<file path="config.mk">
export PLATFORM = sky130hd
export DESIGN_NAME = flow_deserializer
export DESIGN_NICKNAME = d
export VERILOG_FILES = /design/src/design/deser_pkg.sv /design/src/design/flit_counter.sv /design/src/design/flow_deserializer.sv /design/src/design/pop_assembler.sv /design/src/design/slice_lane.sv
export SDC_FILE = /design/constraint.sdc
export NUM_CORES = 1
export LEC_CHECK = 0
export BUFFER_PORTS_ARGS = -buffer_cell sky130_fd_sc_hd__buf_2
export CELL_PAD_IN_SITES_DETAIL_PLACEMENT = 0
export CELL_PAD_IN_SITES_GLOBAL_PLACEMENT = 1
export CORE_UTILIZATION = 30
export CTS_BUF_LIST = sky130_fd_sc_hd__clkbuf_2
export CTS_CLUSTER_DIAMETER = 100
export DETAILED_ROUTE_END_ITERATION = 12
export MAX_ROUTING_LAYER = met4
export PLACE_DENSITY_LB_ADDON = 0.15
export SKIP_LAST_GASP = 1
export SLEW_MARGIN = 0
export SYNTH_ARGS = -nofsm -noshare
export SYNTH_HDL_FRONTEND = slang
export SYNTH_SLANG_ARGS = --single-unit
</file>
<file path="constraint.sdc">
create_clock -name clk -period 4.35 [get_ports clk]
set_input_delay 0.435 -clock clk [delete_from_list [all_inputs] [get_ports clk]]
set_output_delay 0.435 -clock clk [all_outputs]
set_load 0.02 [all_outputs]
</file>
<file path="src/design/deser_pkg.sv">
`default_nettype none

package deser_pkg;

  // ----------------------------------------
  // Widths
  // ----------------------------------------

  // Each push flit is one byte wide
  localparam int push_width = 8;

  // Four push flits make up one pop word
  localparam int num_slices = 4;

  // The pop word holds all slices side by side
  localparam int pop_width = push_width * num_slices;

  // Sideband metadata is carried next to the data and is never split
  localparam int meta_width = 3;

  // Wide enough to count from 0 to num_slices - 1
  localparam int flit_id_width = $clog2(num_slices);

  // Only the first num_slices - 1 slices are stored in lanes
  // The final slice is taken straight from the push side
  localparam int num_lanes = num_slices - 1;

  // ----------------------------------------
  // Types
  // ----------------------------------------

  typedef logic [push_width-1:0] push_flit_t;

  typedef logic [pop_width-1:0] pop_word_t;

  typedef logic [meta_width-1:0] meta_t;

  // Position of a push flit inside the pop word it belongs to
  typedef logic [flit_id_width-1:0] flit_id_t;

  // Index of the flit that always closes a full word
  localparam flit_id_t last_flit_id = flit_id_t'(num_slices - 1);

endpackage

`default_nettype wire

</file>
<file path="src/design/flit_counter.sv">
`timescale 1ns/100ps
`default_nettype none

module flit_counter (
  input  wire logic              clk,
  input  wire logic              rst,

  // Push side handshake and packet end marker
  input  wire logic              push_valid,
  input  wire logic              push_last,
  output logic                   push_ready,

  // Pop side handshake
  input  wire logic              pop_ready,
  output logic                   pop_valid,

  // Transfer strobe and flit index shared with the lanes and the assembler
  output logic                   push_fire,
  output deser_pkg::flit_id_t    flit_id
);

  import deser_pkg::*;

  // ----------------------------------------
  // Final flit detection
  // ----------------------------------------

  // High when the flit on the push side closes the current pop word
  logic flit_final;

  // High on the edge where a complete word leaves on the pop side
  logic pop_fire;

  // A word closes either when all slices are used or when the
  // packet ends early with push_last
  assign flit_final = push_last || (flit_id == last_flit_id);

  // The final flit goes straight through to the pop side, so a word
  // is offered in the same cycle its final flit is valid
  assign pop_valid = push_valid && flit_final;

  // ----------------------------------------
  // Handshake
  // ----------------------------------------

  // Flits that are not final only need room in a lane, and a lane
  // is always free for them
  // A final flit can only be taken when the sink accepts the word
  assign push_ready = !flit_final || pop_ready;

  assign push_fire = push_valid && push_ready;

  // A pop always coincides with the push of the final flit
  assign pop_fire = pop_valid && pop_ready;

  // ----------------------------------------
  // Flit index register
  // ----------------------------------------

  // The index starts over on the edge where the word leaves
  // Otherwise it steps by one on each accepted flit
  // It holds while the source is idle or while the sink stalls
  always_ff @(posedge clk) begin
    if (rst) begin
      flit_id <= '0;
    end else if (pop_fire) begin
      flit_id <= '0;
    end else if (push_fire) begin
      // Only flits below last_flit_id reach this branch, so the
      // index never wraps past the end of a word
      flit_id <= flit_id_t'(flit_id + 1'b1);
    end
  end

endmodule

`default_nettype wire

</file>
<file path="src/design/flow_deserializer.sv">
`timescale 1ns/100ps
`default_nettype none

module flow_deserializer (
  input  wire logic                  clk,
  input  wire logic                  rst,

  // ----------------------------------------
  // Push side, one byte per flit
  // ----------------------------------------

  output logic                       push_ready,
  input  wire logic                  push_valid,
  input  wire deser_pkg::push_flit_t push_data,

  // Marks the final flit of a packet
  input  wire logic                  push_last,

  // Must stay constant across the flits of one pop word
  input  wire deser_pkg::meta_t      push_metadata,

  // ----------------------------------------
  // Pop side, four slices per word
  // ----------------------------------------

  input  wire logic                  pop_ready,
  output logic                       pop_valid,
  output deser_pkg::pop_word_t       pop_data,

  // Set on the word that closes the packet
  output logic                       pop_last,

  // Number of zero filled low slices on the closing word
  output deser_pkg::flit_id_t        pop_empty_count,

  output deser_pkg::meta_t           pop_metadata
);

  import deser_pkg::*;

  // Index of the live flit inside the word being built
  flit_id_t flit_id;

  // Accepted push flit
  logic push_fire;

  // One slice per lane, in pop word order
  push_flit_t lane_data [num_lanes];

  // ----------------------------------------
  // Flit index and handshake
  // ----------------------------------------

  flit_counter u_flit_counter (
    .clk        (clk),
    .rst        (rst),
    .push_valid (push_valid),
    .push_last  (push_last),
    .push_ready (push_ready),
    .pop_ready  (pop_ready),
    .pop_valid  (pop_valid),
    .push_fire  (push_fire),
    .flit_id    (flit_id)
  );

  // ----------------------------------------
  // Slice lanes
  // ----------------------------------------

  // One lane for every slice except the last one
  // The last slice is taken live from the push side by the assembler
  generate
    for (genvar i = 0; i < num_lanes; i++) begin : gen_lane
      slice_lane #(
        .lane_index (i)
      ) u_slice_lane (
        .clk       (clk),
        .rst       (rst),
        .push_fire (push_fire),
        .flit_id   (flit_id),
        .push_last (push_last),
        .push_data (push_data),
        .lane_data (lane_data[i])
      );
    end
  endgenerate

  // ----------------------------------------
  // Pop word assembly
  // ----------------------------------------

  // Purely combinational, so the word is ready in the cycle its
  // final flit shows up on the push side
  pop_assembler u_pop_assembler (
    .lane_data       (lane_data),
    .push_data       (push_data),
    .push_last       (push_last),
    .push_metadata   (push_metadata),
    .flit_id         (flit_id),
    .pop_data        (pop_data),
    .pop_last        (pop_last),
    .pop_empty_count (pop_empty_count),
    .pop_metadata    (pop_metadata)
  );

endmodule

`default_nettype wire

</file>
<file path="src/design/pop_assembler.sv">
`timescale 1ns/100ps
`default_nettype none

module pop_assembler (
  // Stored or forwarded slices, lane i sits at slice position i
  input  wire deser_pkg::push_flit_t lane_data [deser_pkg::num_lanes],

  // Live push flit with its sideband
  input  wire deser_pkg::push_flit_t push_data,
  input  wire logic                  push_last,
  input  wire deser_pkg::meta_t      push_metadata,

  // Index of the live flit within the current word
  input  wire deser_pkg::flit_id_t   flit_id,

  // Assembled pop word and its sideband
  output deser_pkg::pop_word_t       pop_data,
  output logic                       pop_last,
  output deser_pkg::flit_id_t        pop_empty_count,
  output deser_pkg::meta_t           pop_metadata
);

  import deser_pkg::*;

  // ----------------------------------------
  // Slice placement
  // ----------------------------------------

  // Lowest bit of slice i in the pop word
  // Slice 0 is the most significant one since it arrives first
  function automatic int slice_lsb(input int idx);
    int lsb;
    lsb = (num_slices - 1 - idx) * push_width;
    return lsb;
  endfunction

  // The last slot has no lane behind it
  // It is only filled when the flit index reaches the end of the word
  push_flit_t final_slot;

  assign final_slot = (flit_id == last_flit_id) ? push_data : '0;

  // Each lane already decides between stored data, the live flit and
  // zero fill, so here the slices only need to be put side by side
  always_comb begin
    pop_data = '0;
    for (int i = 0; i < num_lanes; i++) begin
      pop_data[slice_lsb(i) +: push_width] = lane_data[i];
    end
    pop_data[slice_lsb(num_lanes) +: push_width] = final_slot;
  end

  // ----------------------------------------
  // Sideband
  // ----------------------------------------

  // The word closes its packet exactly when the live flit does
  assign pop_last = push_last;

  // Metadata comes from the final flit of the word, which is the one
  // on the push side while the word is offered
  assign pop_metadata = push_metadata;

  // On an early end the slices after the live flit are zero filled
  // The count tells the sink how many of them there are
  // Full words always report zero
  always_comb begin
    if (push_last) begin
      pop_empty_count = flit_id_t'(last_flit_id - flit_id);
    end else begin
      pop_empty_count = '0;
    end
  end

endmodule

`default_nettype wire

</file>
<file path="src/design/slice_lane.sv">
`timescale 1ns/100ps
`default_nettype none

module slice_lane #(
  // Slice position in the pop word, 0 is the most significant slice
  // Valid range is 0 to num_slices - 2
  parameter int lane_index = 0
) (
  input  wire logic                  clk,
  input  wire logic                  rst,

  // Transfer strobe and index from the flit counter
  input  wire logic                  push_fire,
  input  wire deser_pkg::flit_id_t   flit_id,

  // Live push flit
  input  wire logic                  push_last,
  input  wire deser_pkg::push_flit_t push_data,

  // Slice handed to the pop assembler
  output deser_pkg::push_flit_t      lane_data
);

  import deser_pkg::*;

  // ----------------------------------------
  // Lane decode
  // ----------------------------------------

  // The counter points at this lane
  logic lane_selected;

  // The packet ended before reaching this lane
  logic lane_unused;

  // Capture strobe for the stored slice
  logic load_en;

  // Slice held since the flit for this lane was accepted
  push_flit_t slice_q;

  assign lane_selected = (flit_id == flit_id_t'(lane_index));
  assign lane_unused   = (flit_id < flit_id_t'(lane_index));

  // A flit carrying push_last is final and leaves with the word in
  // the same cycle, so there is nothing to store for later
  assign load_en = push_fire && lane_selected && !push_last;

  // ----------------------------------------
  // Storage
  // ----------------------------------------

  always_ff @(posedge clk) begin
    if (rst) begin
      slice_q <= '0;
    end else if (load_en) begin
      slice_q <= push_data;
    end
  end

  // ----------------------------------------
  // Output select
  // ----------------------------------------

  // On an early end the last live flit lands in this lane directly
  // Lanes past that flit are filled with zeros
  // In every other case the slice comes from storage
  always_comb begin
    if (push_last && lane_selected) begin
      lane_data = push_data;
    end else if (push_last && lane_unused) begin
      lane_data = '0;
    end else begin
      lane_data = slice_q;
    end
  end

endmodule

`default_nettype wire
</file>
==> results.py, run 1 <==
metrics = {
    "timing": {
        "max_slew.worst_pin.slew_ns": 0.783,
        "slew_viol_final": 0,
        "layout_min_cycle_time_ns": 2.63,
        "period_share_pct": 60.5,
        "rsz0062_at_grt": "false",
        "hold-worst-slack_ns": 0.329,
        "max_clock_freq_mhz": 380,
        "fin_skew_ns": 0.0172,
        "setup_ws_ns": 1.72,
        "hold_viol": 0,
        "setup_viol": 0,
        "max_slew_margin_pct": 47.5,
        "setup_tns_ns": 0,
    },
    "synth": {
        "yosys_warnings": 0,
        "netlist_area_mm2": 0.00153,
        "ys_types": 26,
        "async_flop_share_pct": 0,
        "synth_seq_cells": 26,
        "synth_edf_count": 0,
        "yosysSeqAreaShare_pct": 34.0,
        "yosys.area.top_type": "dfxtp_1",
        "synth_area_leaders": "dfxtp_1, mux2i_1, nand2b_1, a22o_1, mux2_2",
        "netlist_instances": 153,
        "synthFlopType": "dfxtp_1",
        "avgSynthCellArea_um2": 10.0,
        "syn_nets": 173,
        "synth_top_area_share_pct": 34.0,
    },
    "cts": {
        "clkSinkCount": 26,
        "cts_tree": "built",
        "cts_setup_buffers": 0,
        "h-tree-depth": 1,
        "cts_resized": 0,
        "clkTransAtPathRegs_ns": 0.25,
        "cts-root-buf": "clkbuf_2",
        "cts_buffers": 3,
        "cts_hold_buf": 0,
        "clock_path_buffers": 2,
        "clk_latency_ns": 0.35,
    },
    "hold_path": {
        "hp-class": "in2reg",
        "hold_path_depth": 3,
    },
    "pwr": {
        "p_clk_share_pct": 20.4,
        "p_sw_mw": 0.137,
        "power.total_mw": 0.444,
        "p_seq_share_pct": 56.4,
        "p_sw_share_pct": 31.0,
        "peakVddDrop_v": 0.0000809,
        "p_leak_nw": 0.893,
        "power_frac_comb_pct": 23.2,
        "power.internal_mw": 0.306,
        "p_per_area_mw_per_mm2": 248,
    },
    "finish": {
        "diodes": 0,
        "nets": 214,
        "fin_area_mm2": 0.00179,
        "area_delta_synth_final_pct": 17.2,
        "drive_gt1_share_pct": 37.5,
        "final_core_util_pct": 37.2,
        "fin_cells": 259,
    },
    "placed_design": {
        "pre_cts_ws_ns": 2.17,
        "placed_cell_area_mm2": 0.00178,
        "hpwl_um": 2670,
        "post-place-cells": 256,
        "io_buffers": 49,
        "gp_congestion": 0.752,
    },
    "setup_path": {
        "cp-end-kind": "output pin",
        "critPathRequiredTime_ns": 3.91,
        "critPathMaxStageDelay_ns": 0.62,
        "ff2ff_path_depth": 4,
        "crit_type": "reg2out",
        "crit_slowest_cell": "o21ai_1",
        "path_delay_family": "compound AO/OA/AOI/OAI gates",
        "crit_cells": 5,
        "r2r_slack_ns": 2.41,
        "start_kind": "register",
        "worst-path-buf-inv": 2,
        "worst-path-max-fanout": 8,
        "cp_data_arrival_time_ns": 2.20,
        "crit_chain": "inv_1 > ha_1 > o21ai_1 > a22o_1 > buf_2",
    },
    "global_route": {
        "grt_pass1_wl_um": 5910,
        "grtUsageMet2_pct": 25.6,
        "grt_max_degree": 35,
        "grt-ovfl-total": 0,
        "grt_pass1_vias": 1182,
        "top_usage_layer": "met2",
        "antenna_found_initial": 0,
        "grt_use_met1_pct": 18.7,
        "grt_use_met3_pct": 2.33,
        "groute.usage.overall_pct": 15.2,
    },
    "detailed_routing": {
        "drt_drc_violations_left": 0,
        "post_drt_wl_per_cell_um": 15.0,
        "via_count": 1236,
        "ant_nets": 0,
        "drt_iter0_markers": 32,
        "avgViaCountPerCell": 4.77,
        "drt_wl_total_um": 3890,
        "firstDrtPassIters": 4,
    },
    "die": {
        "start_util_pct": 31.8,
        "die_h_um": 73.4,
        "core_mm2": 0.00482,
        "rows": 25,
        "die_w_um": 73.4,
        "pin_count": 56,
        "dieArea_mm2": 0.00539,
    },
    "run": {
        "cap_violations": 0,
    },
    "outcome": {
        "status": "finished clean",
    },
}
## worst paths after layout
path,endpoint,start
min reg2reg,gen_lane[0].u_slice_lane.slice_q[6],gen_lane[0].u_slice_lane.slice_q[6]
max,pop_data[14],u_flit_counter.flit_id[0]
max reg2reg,gen_lane[1].u_slice_lane.slice_q[4],u_flit_counter.flit_id[0]
min,u_flit_counter.flit_id[1],pop_ready
## kinds of logic (layout without fill, tap and decap cells)
family | count (synthesis) | count (layout) | share of synthesized area [%]
muxes | 32 | 32 | 21.6
buffers and inverters | 15 | 54 | 5.81
and+or+nand+nor | 54 | 54 | 23.5
AOI/OAI and AO/OA | 22 | 22 | 11.9
adders and majority gates | 4 | 4 | 3.27
DFF | 26 | 26 | 34.0
## area by class of cell
| cell class | instances | area (um2) |
|---|---|---|
| Multi-Input combinational cell | 112 | 921 |
| Timing Repair Buffer | 49 | 245 |
| Clock buffer | 3 | 15.0 |
| Sequential cell | 26 | 520 |
| Tap cell | 67 | 83.8 |
| Inverter | 2 | 7.51 |
| Fill cell | 530 | 3020 |
## power by group through the flow
| stage | Sequential (mW) | Clock [mW] | Combinational [mW] |
|---|---|---|---|
| after floorplan | 0.254 | 0 | 0.0757 |
| after global placement | 0.254 | 0 | 0.103 |
| after detailed placement | 0.255 | 0 | 0.104 |
| after CTS | 0.251 | 0.0990 | 0.104 |
| after global routing | 0.252 | 0.105 | 0.112 |
| final | 0.250 | 0.0904 | 0.103 |
## layer usage
| metal | wire [um] | vias up |
|---|---|---|
| li1 | - | 613 |
| met1 | 1860 | 585 |
| met2 | 1830 | 36 |
| met3 | 180 | 2 |
| met4 | 23 | 0 |
| met5 | 0 | - |
## registers in the layout (all words and copies together), names as in the netlist
register / flops
u_flit_counter.flit_id: 2
gen_lane.u_slice_lane.slice_q: 24
## layout by cell type, fill, tap and decap left out
master and instances:
a21oi_1 2, a22o_1 16, a311oi_2 1, a31oi_1 1, and2_0 1, and2_1 1
and2_2 8, and4b_1 1, buf_2 49, clkbuf_2 3, dfxtp_1 26, ha_1 4
inv_1 2, mux2_2 8, mux2i_1 24, nand2_1 1, nand2b_1 32, nand2b_2 1
nand4b_1 2, nor2_2 1, nor2b_1 4, o21ai_1 2, or2_4 1, or3_1 1
## synthesized netlist by cell type, drive strengths merged (4+ instances only)
master	number
clkbuf	4
and2	10
ha	4
a22o	16
mux2	8
dfxtp	26
buf	9
nor2b	4
nand2b	33
mux2i	24
## worst min-delay path: cells and delay by family
kind | cells | cell delay, ns
buffers and inverters | 1 | 0.09
AOI/OAI and AO/OA | 1 | 0.05
and+or+nand+nor | 1 | 0.10
(Power assumes the default switching activity.)
==> inputs of run 2 (changes only) <==
Clock period 4.35 ns to 2.4 ns, I/O delays scaled along.
==> results.py, run 2 (synthesized netlist as in run 1, its figures left out) <==
metrics = {
    "die": {
        "pin_count": 56,
        "rows": 25,
        "die_h_um": 73.4,
        "dieArea_mm2": 0.00539,
        "start_util_pct": 31.8,
        "die_w_um": 73.4,
        "core_mm2": 0.00482,
    },
    "detailed_routing": {
        "firstDrtPassIters": 4,
        "ant_nets": 0,
        "via_count": 1238,
        "post_drt_wl_per_cell_um": 14.9,
        "drt_wl_total_um": 3880,
        "drt_iter0_markers": 28,
        "avgViaCountPerCell": 4.74,
        "drt_drc_violations_left": 0,
    },
    "timing": {
        "max_clock_freq_mhz": 429,
        "hold-worst-slack_ns": 0.138,
        "max_slew_margin_pct": 55.5,
        "hold_viol": 0,
        "period_share_pct": 97.1,
        "layout_min_cycle_time_ns": 2.33,
        "setup_viol": 0,
        "fin_skew_ns": 0.00203,
        "rsz0062_at_grt": "true",
        "slew_viol_final": 0,
        "max_slew.worst_pin.slew_ns": 0.664,
    },
    "finish": {
        "multi_input_area_um2": 925,
        "largest_reg_flops": 24,
        "fillers": 517,
        "area_delta_synth_final_pct": 18.4,
        "diodes": 0,
        "nets": 216,
        "final_cell_mix": "buf_2, nand2b_1, dfxtp_1",
        "final_common_cell": "buf_2",
        "top_register": "gen_lane.u_slice_lane.slice_q",
        "reg.largest.list": "gen_lane.u_slice_lane.slice_q: 24 flops, u_flit_counter.flit_id: 2 flops",
        "drive_gt1_share_pct": 38.7,
        "seqCellArea_um2": 520,
    },
    "cts": {
        "clock_path_buffers": 2,
        "cts_setup_buffers": 0,
        "cts_tree": "built",
        "clk_latency_ns": 0.34,
        "h-tree-depth": 1,
        "clkSinkCount": 26,
        "cts-root-buf": "clkbuf_2",
        "cts_buffers": 3,
        "clkTransAtPathRegs_ns": 0.25,
    },
    "pwr": {
        "p_seq_share_pct": 55.9,
        "peakVddDrop_v": 0.000184,
        "p_leak_nw": 0.904,
        "power.total_mw": 0.811,
        "power.internal_mw": 0.559,
        "p_sw_mw": 0.253,
        "p_sw_share_pct": 31.1,
        "power_frac_comb_pct": 23.5,
        "p_per_area_mw_per_mm2": 448,
        "p_clk_share_pct": 20.6,
    },
    "placed_design": {
        "hpwl_um": 2730,
        "io_buffers": 49,
        "gp_congestion": 0.758,
    },
    "setup_path": {
        "crit_type": "reg2out",
        "critPathRequiredTime_ns": 2.16,
        "start_kind": "register",
        "r2r_slack_ns": 0.45,
        "cp-end-kind": "output pin",
        "cp_data_arrival_time_ns": 2.09,
        "worst-path-max-fanout": 8,
    },
    "global_route": {
        "grt-ovfl-total": 0,
        "antenna_found_initial": 0,
        "grt_pass1_wl_um": 5870,
        "groute.usage.overall_pct": 15.3,
        "grt_pass1_vias": 1188,
        "grt_max_degree": 35,
    },
    "hold_path": {
        "hp-class": "in2reg",
    },
    "outcome": {
        "status": "finished clean",
    },
    "run": {
        "cap_violations": 0,
    },
}
[run 2: cell types whose count changed in the layout (fill, tap and decap cells not counted)]
cell     delta
o21ai_2     +1
o21ai_1     -1
buf_4       +2
[run 2: path summary, 6_finish.rpt]
check	cells after the start	endpoint	startpoint
setup reg to reg	4	gen_lane[1].u_slice_lane.slice_q[7]	u_flit_counter.flit_id[0]
hold reg to reg	2	gen_lane[0].u_slice_lane.slice_q[6]	gen_lane[0].u_slice_lane.slice_q[6]
setup / recovery	5	pop_data[28]	u_flit_counter.flit_id[0]
hold / removal	3	u_flit_counter.flit_id[1]	pop_ready
[run 2: layer usage]
metal	global-route usage [%]	routed length, um
met1	18.9	1890
met2	26.1	1820
met3	1.78	143
met4	5.13	27
met5	-	0
[run 2: what timing repair did]
action | in CTS | in global routing
endpoints found under the hold margin | 0 | 0
hold buffers | 0 | 0
endpoints found under the setup margin | 0 | 17
gates resized for setup | 0 | 1
[run 2: final cells by class]
| class | count | share of cell area (%) |
|---|---|---|
| tap | 67 | 4.63 |
| sequential | 26 | 28.7 |
| timing repair buffer | 51 | 14.4 |
| inverter | 2 | 0.414 |
| clock buffer | 3 | 0.829 |
| multi-input combinational | 112 | 51.0 |
[run 2: stage by stage]
step                utilization, %  std cells  setup WS, ns  cell area, um2  setup TNS (ns)
floorplan                        -        153         0.824            1530               0
global placement              37.2        258         0.527            1790               0
detailed placement            37.2        258         0.431            1790               0
CTS                           37.5        261       0.00346            1810               0
global route                  37.6        261       -0.0935            1810           -1.01
finish                        37.6        261        0.0693            1810               0
[run 2: power groups by stage]
stage          Clock (mW)  Sequential [mW]  Combinational (mW)
2_1_floorplan           0            0.460               0.137
3_3_place_gp            0            0.461               0.189
3_5_place_dp            0            0.462               0.191
4_1_cts             0.176            0.454               0.192
5_1_grt             0.187            0.456               0.206
6_report            0.167            0.454               0.191
[run 2: worst max-delay path, stage by stage (launching register included)]
cell and delay, ns:
dfxtp_1 0.50, inv_1 0.10, ha_1 0.23, nand2_1 0.36
mux2_2 0.39, buf_2 0.16
==> inputs of run 3 (changes only) <==
Settings changed: CORE_ASPECT_RATIO from default to 1.25, GPL_TIMING_DRIVEN from default to 0.
==> results.py, run 3 (synthesized netlist as in run 1, its figures left out) <==
metrics = {
    "pwr": {
        "peakVddDrop_v": 0.000227,
        "p_per_area_mw_per_mm2": 439,
        "p_leak_nw": 0.954,
    },
    "setup_path": {
        "cp-end-kind": "output pin",
        "critPathMaxStageDelay_ns": 0.46,
        "crit_chain": "inv_1 > ha_1 > o21ai_2 > a22o_1 > buf_2",
        "crit_type": "reg2out",
        "crit_slowest_cell": "dfxtp_1",
        "start_kind": "register",
        "critPathRequiredTime_ns": 2.16,
        "worst-path-max-fanout": 8,
        "cp_data_arrival_time_ns": 1.96,
    },
    "timing": {
        "setup_tns_ns": 0,
        "hold-worst-slack_ns": 0.159,
        "max_slew.worst_pin.slew_ns": 0.536,
        "period_share_pct": 91.9,
        "rsz0062_at_grt": "false",
        "hold_viol": 0,
        "setup_viol": 0,
        "max_clock_freq_mhz": 454,
        "max_slew_margin_pct": 64.3,
        "fin_skew_ns": 0.00546,
        "slew_viol_final": 0,
        "layout_min_cycle_time_ns": 2.20,
        "setup_ws_ns": 0.195,
    },
    "placed_design": {
        "pre_cts_ws_ns": 0.297,
        "gp_congestion": 0.791,
        "hpwl_um": 2980,
        "io_buffers": 52,
    },
    "cts": {
        "cts_setup_buffers": 0,
        "cts_tree": "built",
        "clk_latency_ns": 0.34,
        "cts-root-buf": "clkbuf_2",
        "h-tree-depth": 1,
        "clkSinkCount": 26,
        "cts_buffers": 3,
        "clkTransAtPathRegs_ns": 0.24,
        "clock_path_buffers": 2,
    },
    "detailed_routing": {
        "drt_wl_total_um": 4300,
        "drt_iter0_markers": 60,
        "via_count": 1332,
        "firstDrtPassIters": 4,
        "avgViaCountPerCell": 4.99,
        "post_drt_wl_per_cell_um": 16.1,
        "ant_nets": 0,
        "drt_drc_violations_left": 0,
    },
    "die": {
        "pin_count": 56,
        "die_h_um": 81.9,
        "die_w_um": 65.9,
        "dieArea_mm2": 0.00539,
        "rows": 28,
        "core_mm2": 0.00483,
        "start_util_pct": 31.7,
    },
    "global_route": {
        "grt-ovfl-total": 0,
        "grt_pass1_wl_um": 6450,
        "grt_max_degree": 14,
        "groute.usage.overall_pct": 16.8,
        "grt_pass1_vias": 1260,
        "antenna_found_initial": 0,
    },
    "outcome": {
        "status": "finished clean",
    },
    "finish": {
        "drive_gt1_share_pct": 42.5,
        "final_cell_mix": "buf_2, nand2b_1, dfxtp_1",
        "nets": 229,
        "area_delta_synth_final_pct": 23.4,
        "seqCellArea_um2": 522,
        "multi_input_area_um2": 931,
        "fillers": 511,
        "diodes": 0,
        "top_register": "gen_lane.u_slice_lane.slice_q",
        "final_common_cell": "buf_2",
        "largest_reg_flops": 24,
        "reg.largest.list": "gen_lane.u_slice_lane.slice_q: 24 flops, u_flit_counter.flit_id: 2 flops",
    },
    "run": {
        "cap_violations": 0,
    },
    "hold_path": {
        "hp-class": "in2reg",
    },
}
run 3: critical path, delay by kind of cell (launching register included):
kind	cells	cell delay (ns)
buffers and inverters	2	0.29
adder cells (fa/ha/maj)	1	0.25
AO/OA/AOI/OAI	2	0.62
flip-flops	1	0.46
run 3: area by class of cell:
class                   count  share of cell area (%)
multi-input cells         112                    49.3
clock buffers               3                   0.795
repair buffers             52                    13.8
well taps                  60                    3.98
flip-flops and latches     26                    27.6
plain buffers              12                    4.11
inverters                   2                   0.398
run 3: final timing paths:
| kind | start | end | slack [ns] | depth (start not counted) |
|---|---|---|---|---|
| setup reg to reg | u_flit_counter.flit_id[1] | gen_lane[0].u_slice_lane.slice_q[0] | 0.74 | 5 |
| hold / removal | pop_ready | u_flit_counter.flit_id[1] | 0.16 | 3 |
| setup / recovery | u_flit_counter.flit_id[1] | pop_data[17] | 0.20 | 5 |
| hold reg to reg | gen_lane[0].u_slice_lane.slice_q[6] | gen_lane[0].u_slice_lane.slice_q[6] | 0.49 | 2 |
run 3: routing by layer:
layer  global-route usage [%]  routed length (um)
met1                     21.1                1940
met2                     27.2                2100
met3                     1.94                 170
met4                     6.74                  90
met5                        -                   0
run 3: metrics by stage:
step	total power, mW	area, um2	utilization (%)	std cells
3_5_place_dp	0.670	1870	38.6	265
6_report	0.828	1890	39.1	267
4_1_cts	0.842	1890	39.1	268
2_1_floorplan	0.597	1530	-	153
3_3_place_gp	0.667	1870	38.6	265
5_1_grt	0.878	1890	39.1	267
run 3: where the power goes:
part	leakage, nW	internal [mW]	total [mW]	switching, mW
combinational	0.730	0.0871	0.211	0.124
sequential	0.211	0.446	0.455	0.00846
clock	0.0125	0.0340	0.163	0.129
total	0.954	0.567	0.828	0.261
run 3: repair_timing:
action | 4_1_cts | 5_1_grt
resized for setup | 2 | 2
setup endpoints to repair | 16 | 19
hold endpoints to repair | 0 | 0
pin swaps | 0 | 0
hold buffers | 0 | 0
